--- config.mk ---
export PLATFORM = sky130hd
export DESIGN_NAME = img_readout
export DESIGN_NICKNAME = d
export VERILOG_FILES = /design/src/img_readout_pkg.sv /design/src/fletcher_checksum.sv /design/src/img_readout.sv /design/src/pixel_thumb_filter.sv /design/src/readout_sequencer.sv
export SDC_FILE = /design/constraint.sdc
export NUM_CORES = 1
export LEC_CHECK = 0
export BUFFER_PORTS_ARGS = -buffer_cell sky130_fd_sc_hd__buf_2
export CORE_AREA = 2 2 183 185
export DETAILED_ROUTE_END_ITERATION = 8
export DIE_AREA = 0 0 185 187
export GPL_ROUTABILITY_DRIVEN = 0
export GPL_TIMING_DRIVEN = 0
export MAX_ROUTING_LAYER = met4
export PLACE_DENSITY_LB_ADDON = 0.25
export RECOVER_POWER = 25
export SETUP_SLACK_MARGIN = 0.1
export SYNTH_ARGS = -nofsm -noshare
export SYNTH_HDL_FRONTEND = slang
export SYNTH_SLANG_ARGS = --single-unit
--- constraint.sdc ---
create_clock -name clk -period 12.76 [get_ports clk]
set_clock_uncertainty 0.15 [all_clocks]
set_input_delay 1.276 -clock clk [delete_from_list [all_inputs] [get_ports clk]]
set_output_delay 1.276 -clock clk [all_outputs]
set_load 0.01 [all_outputs]
--- src/img_readout_pkg.sv ---
`default_nettype none

package img_readout_pkg;

    // ==============================
    // Stream word
    // ==============================

    // Width of one stream word in bits
    localparam int word_bits = 16;

    // Largest header the command can carry
    localparam int max_header_words = 8;

    // Pixel, header and output words
    typedef logic [word_bits-1:0] word_t;

    // Fletcher-32 result with sum B in the upper half and sum A in the lower half
    typedef logic [2*word_bits-1:0] checksum_t;

    // ==============================
    // Command and pixel beats
    // ==============================

    // Readout command, sampled on the start cycle
    // Most significant header word is sent first
    typedef struct packed {
        logic                                thumb;
        logic [max_header_words*word_bits-1:0] header;
    } readout_cmd_t;

    // Filter verdict travelling with its pixel
    typedef struct packed {
        word_t data;
        logic  keep;
    } pix_beat_t;

endpackage

`default_nettype wire

--- src/fletcher_checksum.sv ---
`timescale 1ns/1ps
`default_nettype none

module fletcher_checksum (
    input  wire                        clk,
    input  wire                        arst_n,
    input  wire                        sum_clear,
    input  wire                        sum_en,
    input  wire img_readout_pkg::word_t sum_word,
    output img_readout_pkg::checksum_t sum
);

    // Addition modulo 65535, both operands below 2^16
    function automatic img_readout_pkg::word_t add_mod(
        input img_readout_pkg::word_t x,
        input img_readout_pkg::word_t y
    );
        logic [16:0] s;
        s = {1'b0, x} + {1'b0, y};
        if (s >= 17'd65535) begin
            s = s - 17'd65535;
        end
        return s[15:0];
    endfunction

    img_readout_pkg::word_t a_q;
    img_readout_pkg::word_t b_q;
    img_readout_pkg::word_t swapped;
    img_readout_pkg::word_t a_next;
    img_readout_pkg::word_t b_next;

    // Words are summed as little endian
    assign swapped = {sum_word[7:0], sum_word[15:8]};
    assign a_next  = add_mod(a_q, swapped);
    assign b_next  = add_mod(b_q, a_next);

    always_ff @(posedge clk or negedge arst_n) begin
        if (!arst_n) begin
            a_q <= '0;
            b_q <= '0;
        end else if (sum_clear) begin
            a_q <= '0;
            b_q <= '0;
        end else if (sum_en) begin
            a_q <= a_next;
            b_q <= b_next;
        end
    end

    assign sum = {b_q, a_q};

endmodule

`default_nettype wire

--- src/img_readout.sv ---
`timescale 1ns/1ps
`default_nettype none

module img_readout #(
    parameter int img_width     = 4096,
    parameter int img_height    = 4096,
    parameter int header_words  = 8,
    parameter int padding_words = 42
) (
    input  wire                              clk,
    input  wire                              arst_n,
    input  wire                              cmd_start,
    input  wire img_readout_pkg::readout_cmd_t cmd,
    input  wire                              pix_valid,
    input  wire img_readout_pkg::word_t      pix_data,
    output logic                             pix_ready,
    output logic                             out_valid,
    output img_readout_pkg::word_t           out_data,
    input  wire                              out_ready,
    output logic                             busy,
    output logic                             done
);

    logic                       frame_start;
    logic                       pix_fire;
    logic                       sum_clear;
    logic                       sum_en;
    img_readout_pkg::word_t     sum_word;
    img_readout_pkg::checksum_t sum;
    img_readout_pkg::pix_beat_t beat;

    assign pix_fire = pix_valid && pix_ready;

    // ==============================
    // Frame sequencing
    // ==============================

    readout_sequencer #(
        .header_words  (header_words),
        .padding_words (padding_words),
        .img_width     (img_width),
        .img_height    (img_height)
    ) i_readout_sequencer (
        .clk         (clk),
        .arst_n      (arst_n),
        .cmd_start   (cmd_start),
        .cmd         (cmd),
        .pix_valid   (pix_valid),
        .beat        (beat),
        .pix_ready   (pix_ready),
        .frame_start (frame_start),
        .sum_clear   (sum_clear),
        .sum_en      (sum_en),
        .sum_word    (sum_word),
        .sum         (sum),
        .out_valid   (out_valid),
        .out_data    (out_data),
        .out_ready   (out_ready),
        .busy        (busy),
        .done        (done)
    );

    // ==============================
    // Thumbnail filter and checksum
    // ==============================

    pixel_thumb_filter #(
        .img_width  (img_width),
        .img_height (img_height)
    ) i_pixel_thumb_filter (
        .clk         (clk),
        .arst_n      (arst_n),
        .frame_start (frame_start),
        .thumb       (cmd.thumb),
        .pix_fire    (pix_fire),
        .pix_data    (pix_data),
        .beat        (beat)
    );

    fletcher_checksum i_fletcher_checksum (
        .clk       (clk),
        .arst_n    (arst_n),
        .sum_clear (sum_clear),
        .sum_en    (sum_en),
        .sum_word  (sum_word),
        .sum       (sum)
    );

endmodule

`default_nettype wire

--- src/pixel_thumb_filter.sv ---
`timescale 1ns/1ps
`default_nettype none

module pixel_thumb_filter #(
    parameter int img_width  = 4096,
    parameter int img_height = 4096
) (
    input  wire                        clk,
    input  wire                        arst_n,
    input  wire                        frame_start,
    input  wire                        thumb,
    input  wire                        pix_fire,
    input  wire img_readout_pkg::word_t pix_data,
    output img_readout_pkg::pix_beat_t beat
);

    // At least 3 bits so the position inside an 8x8 block is always there
    localparam int col_bits = (img_width > 8) ? $clog2(img_width) : 3;
    localparam int row_bits = (img_height > 8) ? $clog2(img_height) : 3;

    logic [col_bits-1:0] col_q;
    logic [row_bits-1:0] row_q;
    logic                thumb_q;
    logic                in_corner;

    // ==============================
    // Pixel position
    // ==============================

    always_ff @(posedge clk or negedge arst_n) begin
        if (!arst_n) begin
            col_q   <= '0;
            row_q   <= '0;
            thumb_q <= 1'b0;
        end else if (frame_start) begin
            col_q   <= '0;
            row_q   <= '0;
            thumb_q <= thumb;
        end else if (pix_fire) begin
            if (col_q == col_bits'(img_width - 1)) begin
                col_q <= '0;
                // Row wraps too so a frame never runs off the end
                if (row_q == row_bits'(img_height - 1)) begin
                    row_q <= '0;
                end else begin
                    row_q <= row_q + 1'b1;
                end
            end else begin
                col_q <= col_q + 1'b1;
            end
        end
    end

    // ==============================
    // Keep decision
    // ==============================

    // Offset 0 or 1 inside the 8x8 block on both axes
    assign in_corner = (col_q[2:1] == 2'b00) && (row_q[2:1] == 2'b00);

    assign beat.data = pix_data;
    assign beat.keep = !thumb_q || in_corner;

endmodule

`default_nettype wire

--- src/readout_sequencer.sv ---
`timescale 1ns/1ps
`default_nettype none

module readout_sequencer #(
    parameter int header_words  = 8,
    parameter int padding_words = 42,
    parameter int img_width     = 4096,
    parameter int img_height    = 4096
) (
    input  wire                              clk,
    input  wire                              arst_n,
    input  wire                              cmd_start,
    input  wire img_readout_pkg::readout_cmd_t cmd,
    input  wire                              pix_valid,
    input  wire img_readout_pkg::pix_beat_t  beat,
    output logic                             pix_ready,
    output logic                             frame_start,
    output logic                             sum_clear,
    output logic                             sum_en,
    output img_readout_pkg::word_t           sum_word,
    input  wire img_readout_pkg::checksum_t  sum,
    output logic                             out_valid,
    output img_readout_pkg::word_t           out_data,
    input  wire                              out_ready,
    output logic                             busy,
    output logic                             done
);

    localparam int word_bits     = img_readout_pkg::word_bits;
    localparam int shift_bits    = img_readout_pkg::max_header_words * word_bits;
    localparam int pix_count     = img_width * img_height;
    localparam int pix_bits      = $clog2(pix_count + 1);
    // Two checksum words ahead of the padding
    localparam int trailer_words = padding_words + 2;
    localparam int shift_max     = (header_words > trailer_words) ? header_words
                                                                  : trailer_words;
    localparam int cnt_bits      = $clog2(shift_max);

    typedef enum logic [2:0] {
        st_idle,
        st_header,
        st_pixels,
        st_wait,
        st_trailer,
        st_finish
    } state_t;

    state_t                  state_q;
    logic [cnt_bits-1:0]     cnt_q;
    logic [pix_bits-1:0]     pix_left_q;
    logic                    wait_q;
    logic [shift_bits-1:0]   shift_q;

    logic                    start_ok;
    logic                    load_ok;
    logic                    hdr_load;
    logic                    pix_fire;
    logic                    pix_load;
    logic                    trl_load;
    logic                    sum_sample;
    img_readout_pkg::word_t  next_word;
    logic [2*word_bits-1:0]  trailer;

    // ==============================
    // Load decisions
    // ==============================

    assign start_ok = (state_q == st_idle) && cmd_start;

    // Output register is free when empty or drained this cycle
    assign load_ok  = !out_valid || out_ready;

    assign hdr_load  = (state_q == st_header) && load_ok;
    assign pix_ready = (state_q == st_pixels) && load_ok;
    assign pix_fire  = pix_valid && pix_ready;
    assign pix_load  = pix_fire && beat.keep;
    assign trl_load  = (state_q == st_trailer) && load_ok;

    // Second wait cycle sees the final sum
    assign sum_sample = (state_q == st_wait) && !wait_q;

    assign next_word = pix_load ? beat.data : shift_q[shift_bits-1 -: word_bits];

    // Checksum bytes in little-endian order
    assign trailer = {sum[7:0], sum[15:8], sum[23:16], sum[31:24]};

    assign frame_start = start_ok;

    // ==============================
    // Frame FSM
    // ==============================

    always_ff @(posedge clk or negedge arst_n) begin
        if (!arst_n) begin
            state_q    <= st_idle;
            cnt_q      <= '0;
            pix_left_q <= '0;
            wait_q     <= 1'b0;
            out_valid  <= 1'b0;
            sum_clear  <= 1'b0;
            sum_en     <= 1'b0;
            busy       <= 1'b0;
            done       <= 1'b0;
        end else begin
            sum_clear <= start_ok;
            sum_en    <= hdr_load || pix_load;

            if (hdr_load || pix_load || trl_load) begin
                out_valid <= 1'b1;
            end else if (out_ready) begin
                out_valid <= 1'b0;
            end

            case (state_q)
                st_idle: begin
                    if (start_ok) begin
                        state_q <= st_header;
                        cnt_q   <= cnt_bits'(header_words - 1);
                        busy    <= 1'b1;
                        done    <= 1'b0;
                    end
                end
                st_header: begin
                    if (hdr_load) begin
                        if (cnt_q == '0) begin
                            state_q    <= st_pixels;
                            pix_left_q <= pix_bits'(pix_count);
                        end else begin
                            cnt_q <= cnt_q - 1'b1;
                        end
                    end
                end
                st_pixels: begin
                    // Dropped pixels count as well
                    if (pix_fire) begin
                        if (pix_left_q == pix_bits'(1)) begin
                            state_q <= st_wait;
                            wait_q  <= 1'b1;
                        end else begin
                            pix_left_q <= pix_left_q - 1'b1;
                        end
                    end
                end
                st_wait: begin
                    // Enable delay, then the sum register itself
                    if (wait_q) begin
                        wait_q <= 1'b0;
                    end else begin
                        state_q <= st_trailer;
                        cnt_q   <= cnt_bits'(trailer_words - 1);
                    end
                end
                st_trailer: begin
                    if (trl_load) begin
                        if (cnt_q == '0) begin
                            state_q <= st_finish;
                        end else begin
                            cnt_q <= cnt_q - 1'b1;
                        end
                    end
                end
                st_finish: begin
                    // Last padding word leaves the register
                    if (load_ok) begin
                        state_q <= st_idle;
                        busy    <= 1'b0;
                        done    <= 1'b1;
                    end
                end
                default: state_q <= st_idle;
            endcase
        end
    end

    // ==============================
    // Data path
    // ==============================

    always_ff @(posedge clk) begin
        if (hdr_load || pix_load || trl_load) begin
            out_data <= next_word;
        end
        sum_word <= next_word;

        if (start_ok) begin
            shift_q <= cmd.header;
        end else if (sum_sample) begin
            shift_q <= {trailer, {(shift_bits - 2*word_bits){1'b0}}};
        end else if (hdr_load || trl_load) begin
            // Zeros shift in behind, which makes the padding
            shift_q <= shift_q << word_bits;
        end
    end

endmodule

`default_nettype wire

==> run metrics <==
post-route non-filler standard cell count=around 2100; final max-slew violation count=100; grt total ovfl=0; Top delay family on crit path=compound AO/OA/AOI/OAI gates; H-tree levels=1; Setup violations, final=0; slowest CP cell=a2111oi_0; status=finished with violations; Worst Path Buf+Inv=4; Slew @ Worst Pin=3.674 ns; die height=about 190 um; area of the core=~0.033 mm^2; 1st-iter DRT viols=860; max cap viols=2; area delta synth->final=17.02%; Die Area=0.03460 mm^2; Synth Net Count=about 1600; Hold Crit Class=register to register; Synth Instances=1447; worst rel slew slack=-1.449; top_reg_cell synth=edfxtp_1; Vias=11590; Crit. Startpoint=i_fletcher_checksum.a_q[0]; asr flop ratio synth=0.3774; share of cells above drive strength 1=0.1477; Starting Density=0.4298; Yosys reg bits=257; commonest non-fill, non-tap cell in the layout=nand2_1; Sink Count=approximately 260; fillers=3097; initial antenna violation count=17; drt first pass iters=5; synthesized area=0.01412 mm^2; worst-path maximum fanout=10; WL/cell=18.42 um; clk_lat worst skew=0.58 ns; post-route ant nets=0; vias in the first global route=~11000; EDFF count, synth=144; reg-to-reg slack, setup=6.19 ns; Max Clk Rate=around 150 MHz; Tot GR Track Use=0.2322; Vias/cell=5.422; port bufs=169; Post-Syn Area per Cell=9.761 um^2; R2R Path Start=i_fletcher_checksum.a_q[0]; Crit. End Element=register; Synth cell types=86; CTS max path bufs=3; TritonCTS clock tree=done; commonest non-fill, non-tap cells in the layout=nand2_1 (272), o21ai_0 (155), buf_2 (151), edfxtp_1 (144), nor2_1 (108); post-CTS setup buffer count=0; DRT Wirelength=39360 um; nets=1845; drc violations=0; clock root cell=clkbuf_16; CP Class=register to register; post-synthesis sequential area ratio=0.5007; Final Hold Viols=0; post-cts resize count=0; setup TNS=0 ns; DP Cell Count=2066; fin crit share=0.5152; crit path cell chain=ha_1 > inv_1 > fa_1 > xnor2_1 > nand3_1 > a2111oi_0 > and4_4 > a31o_2 > buf_4 > nand3_1 > xnor2_1 > ha_1 > buf_2 > a21oi_1 > o22ai_1 > nor4_1 > a21oi_2 > xor2_2 > nor4b_4 > a31oi_2 > buf_4 > or3_1 > a311oi_1; failing checks=capacitance limit, slew limit; Hold Crit Start=i_pixel_thumb_filter.thumb_q; Die Wd=185 um; largest net degree at the start of global routing=69; Worst EP required=approximately 13 ns; # IOs=170; Final HPWL DP=29820 um; worst hold slack=roughly 0.33 ns; max incr delay on CP=0.75 ns; startpoint class of the critical path=register; hold-fix buffers at CTS=0; clk slew on worst S/H paths=0.06 ns; unrepaired setup endpoints after global routing=false; YS warnings=0; CTS buffer count=29; Arr. time, crit path=6.89 ns; Rows=67; first-pass GRT wire length=~61000 um; Min Clock Period, post-route=6.574 ns; fin util=0.5029
-- path summary, 6_finish.rpt --
kind                                                      end  cells past startpoint
max                                i_fletcher_checksum.b_q[3]                     23
min                              i_pixel_thumb_filter.thumb_q                      2
max reg2reg                        i_fletcher_checksum.b_q[3]                     23
min reg2reg                      i_pixel_thumb_filter.thumb_q                      2
max in group asynchronous  i_readout_sequencer.pix_left_q[19]                      2
min in group asynchronous       i_pixel_thumb_filter.col_q[7]                      1
-- per-layer routing --
metal / GRT usage / wire [um] / vias up
met4: 0.07051 / 1085 / 0
met5: - / 0 / -
met1: 0.2902 / 16970 / 5488
met2: 0.3748 / 18550 / 365
met3: 0.05354 / 2746 / 61
li1: - / - / 5673
-- Yosys cell counts (10+ instances only) --
master    count  area [um^2]
a21o_1       22        165.2
a21oi_1      36        180.2
a311oi_1     19        166.4
and2_1       25        156.4
and3_1       15        93.84
clkbuf_1     59        221.5
dfrtp_1      97         2427
dfxtp_1      16        320.3
edfxtp_1    144         4324
ha_1         44        550.5
inv_1        31        116.4
mux2_2       19        214.0
mux2i_1      39        390.4
nand2_1     272         1021
nand2b_1     12        75.07
nand3_1      44        220.2
nand4_1      12        75.07
nor2_1      108        405.4
nor3_1       21        105.1
nor4_1       10        62.56
o21ai_0     154        770.7
o31ai_1      13        97.59
or3_1        19        118.9
xnor2_1      29        254.0
xor2_1       28        245.2
-- cells by family after synthesis --
logic type	count (synthesis)	synth area share
buffers and inverters	104	0.02870
AOI/OAI and AO/OA	334	0.1509
DFF	257	0.5007
muxes	58	0.04279
xor gates and xnor gates	59	0.03765
and+or+nand+nor	589	0.1975
adders and majority gates	46	0.04181
-- cell type report --
type                       instances  area [um^2]  area share
multi-input combinational       1086         6650      0.4024
buffer                            73        287.8     0.01741
clock inverter                    13        147.6    0.008933
clock buffer                      41        800.8     0.04845
antenna                           17        42.54    0.002574
tap                              448        560.5     0.03392
sequential                       257         7072      0.4279
inverter                          31        116.4    0.007041
timing repair buffer             171        849.6     0.05140
-- worst register-to-register path, stage by stage (launching register included) --
cell	delay, ns
dfrtp_1	0.37
ha_1	0.19
inv_1	0.06
fa_1	0.39
xnor2_1	0.33
nand3_1	0.23
a2111oi_0	0.75
and4_4	0.34
a31o_2	0.16
buf_4	0.16
nand3_1	0.10
xnor2_1	0.19
ha_1	0.25
buf_2	0.17
a21oi_1	0.38
o22ai_1	0.17
nor4_1	0.37
a21oi_2	0.12
xor2_2	0.28
nor4b_4	0.33
a31oi_2	0.19
buf_4	0.22
or3_1	0.32
a311oi_1	0.26
-- per-stage QoR --
stage / area [um^2] / setup WS (ns)
floorplan: 14120 / 7.152
global placement: 15530 / 5.277
detailed placement: 15600 / 6.300
CTS: 16540 / 6.280
global route: 16530 / 5.642
finish: 16530 / 6.186
-- flip-flops by register name, summed over array words and instances, names as in the netlist --
register,count
i_fletcher_checksum.a_q,16
i_fletcher_checksum.b_q,16
i_pixel_thumb_filter.col_q,12
i_pixel_thumb_filter.row_q,12
i_pixel_thumb_filter.thumb_q,1
i_readout_sequencer.busy,1
i_readout_sequencer.cnt_q,6
i_readout_sequencer.done,1
i_readout_sequencer.out_data,16
i_readout_sequencer.out_valid,1
i_readout_sequencer.pix_left_q,25
i_readout_sequencer.shift_q,128
i_readout_sequencer.state_q,3
i_readout_sequencer.sum_clear,1
i_readout_sequencer.sum_en,1
i_readout_sequencer.sum_word,16
i_readout_sequencer.wait_q,1
Power is left out: the tool's default activity adds up to more than one toggle a clock period on the data nets, which glitch-free logic cannot reach.
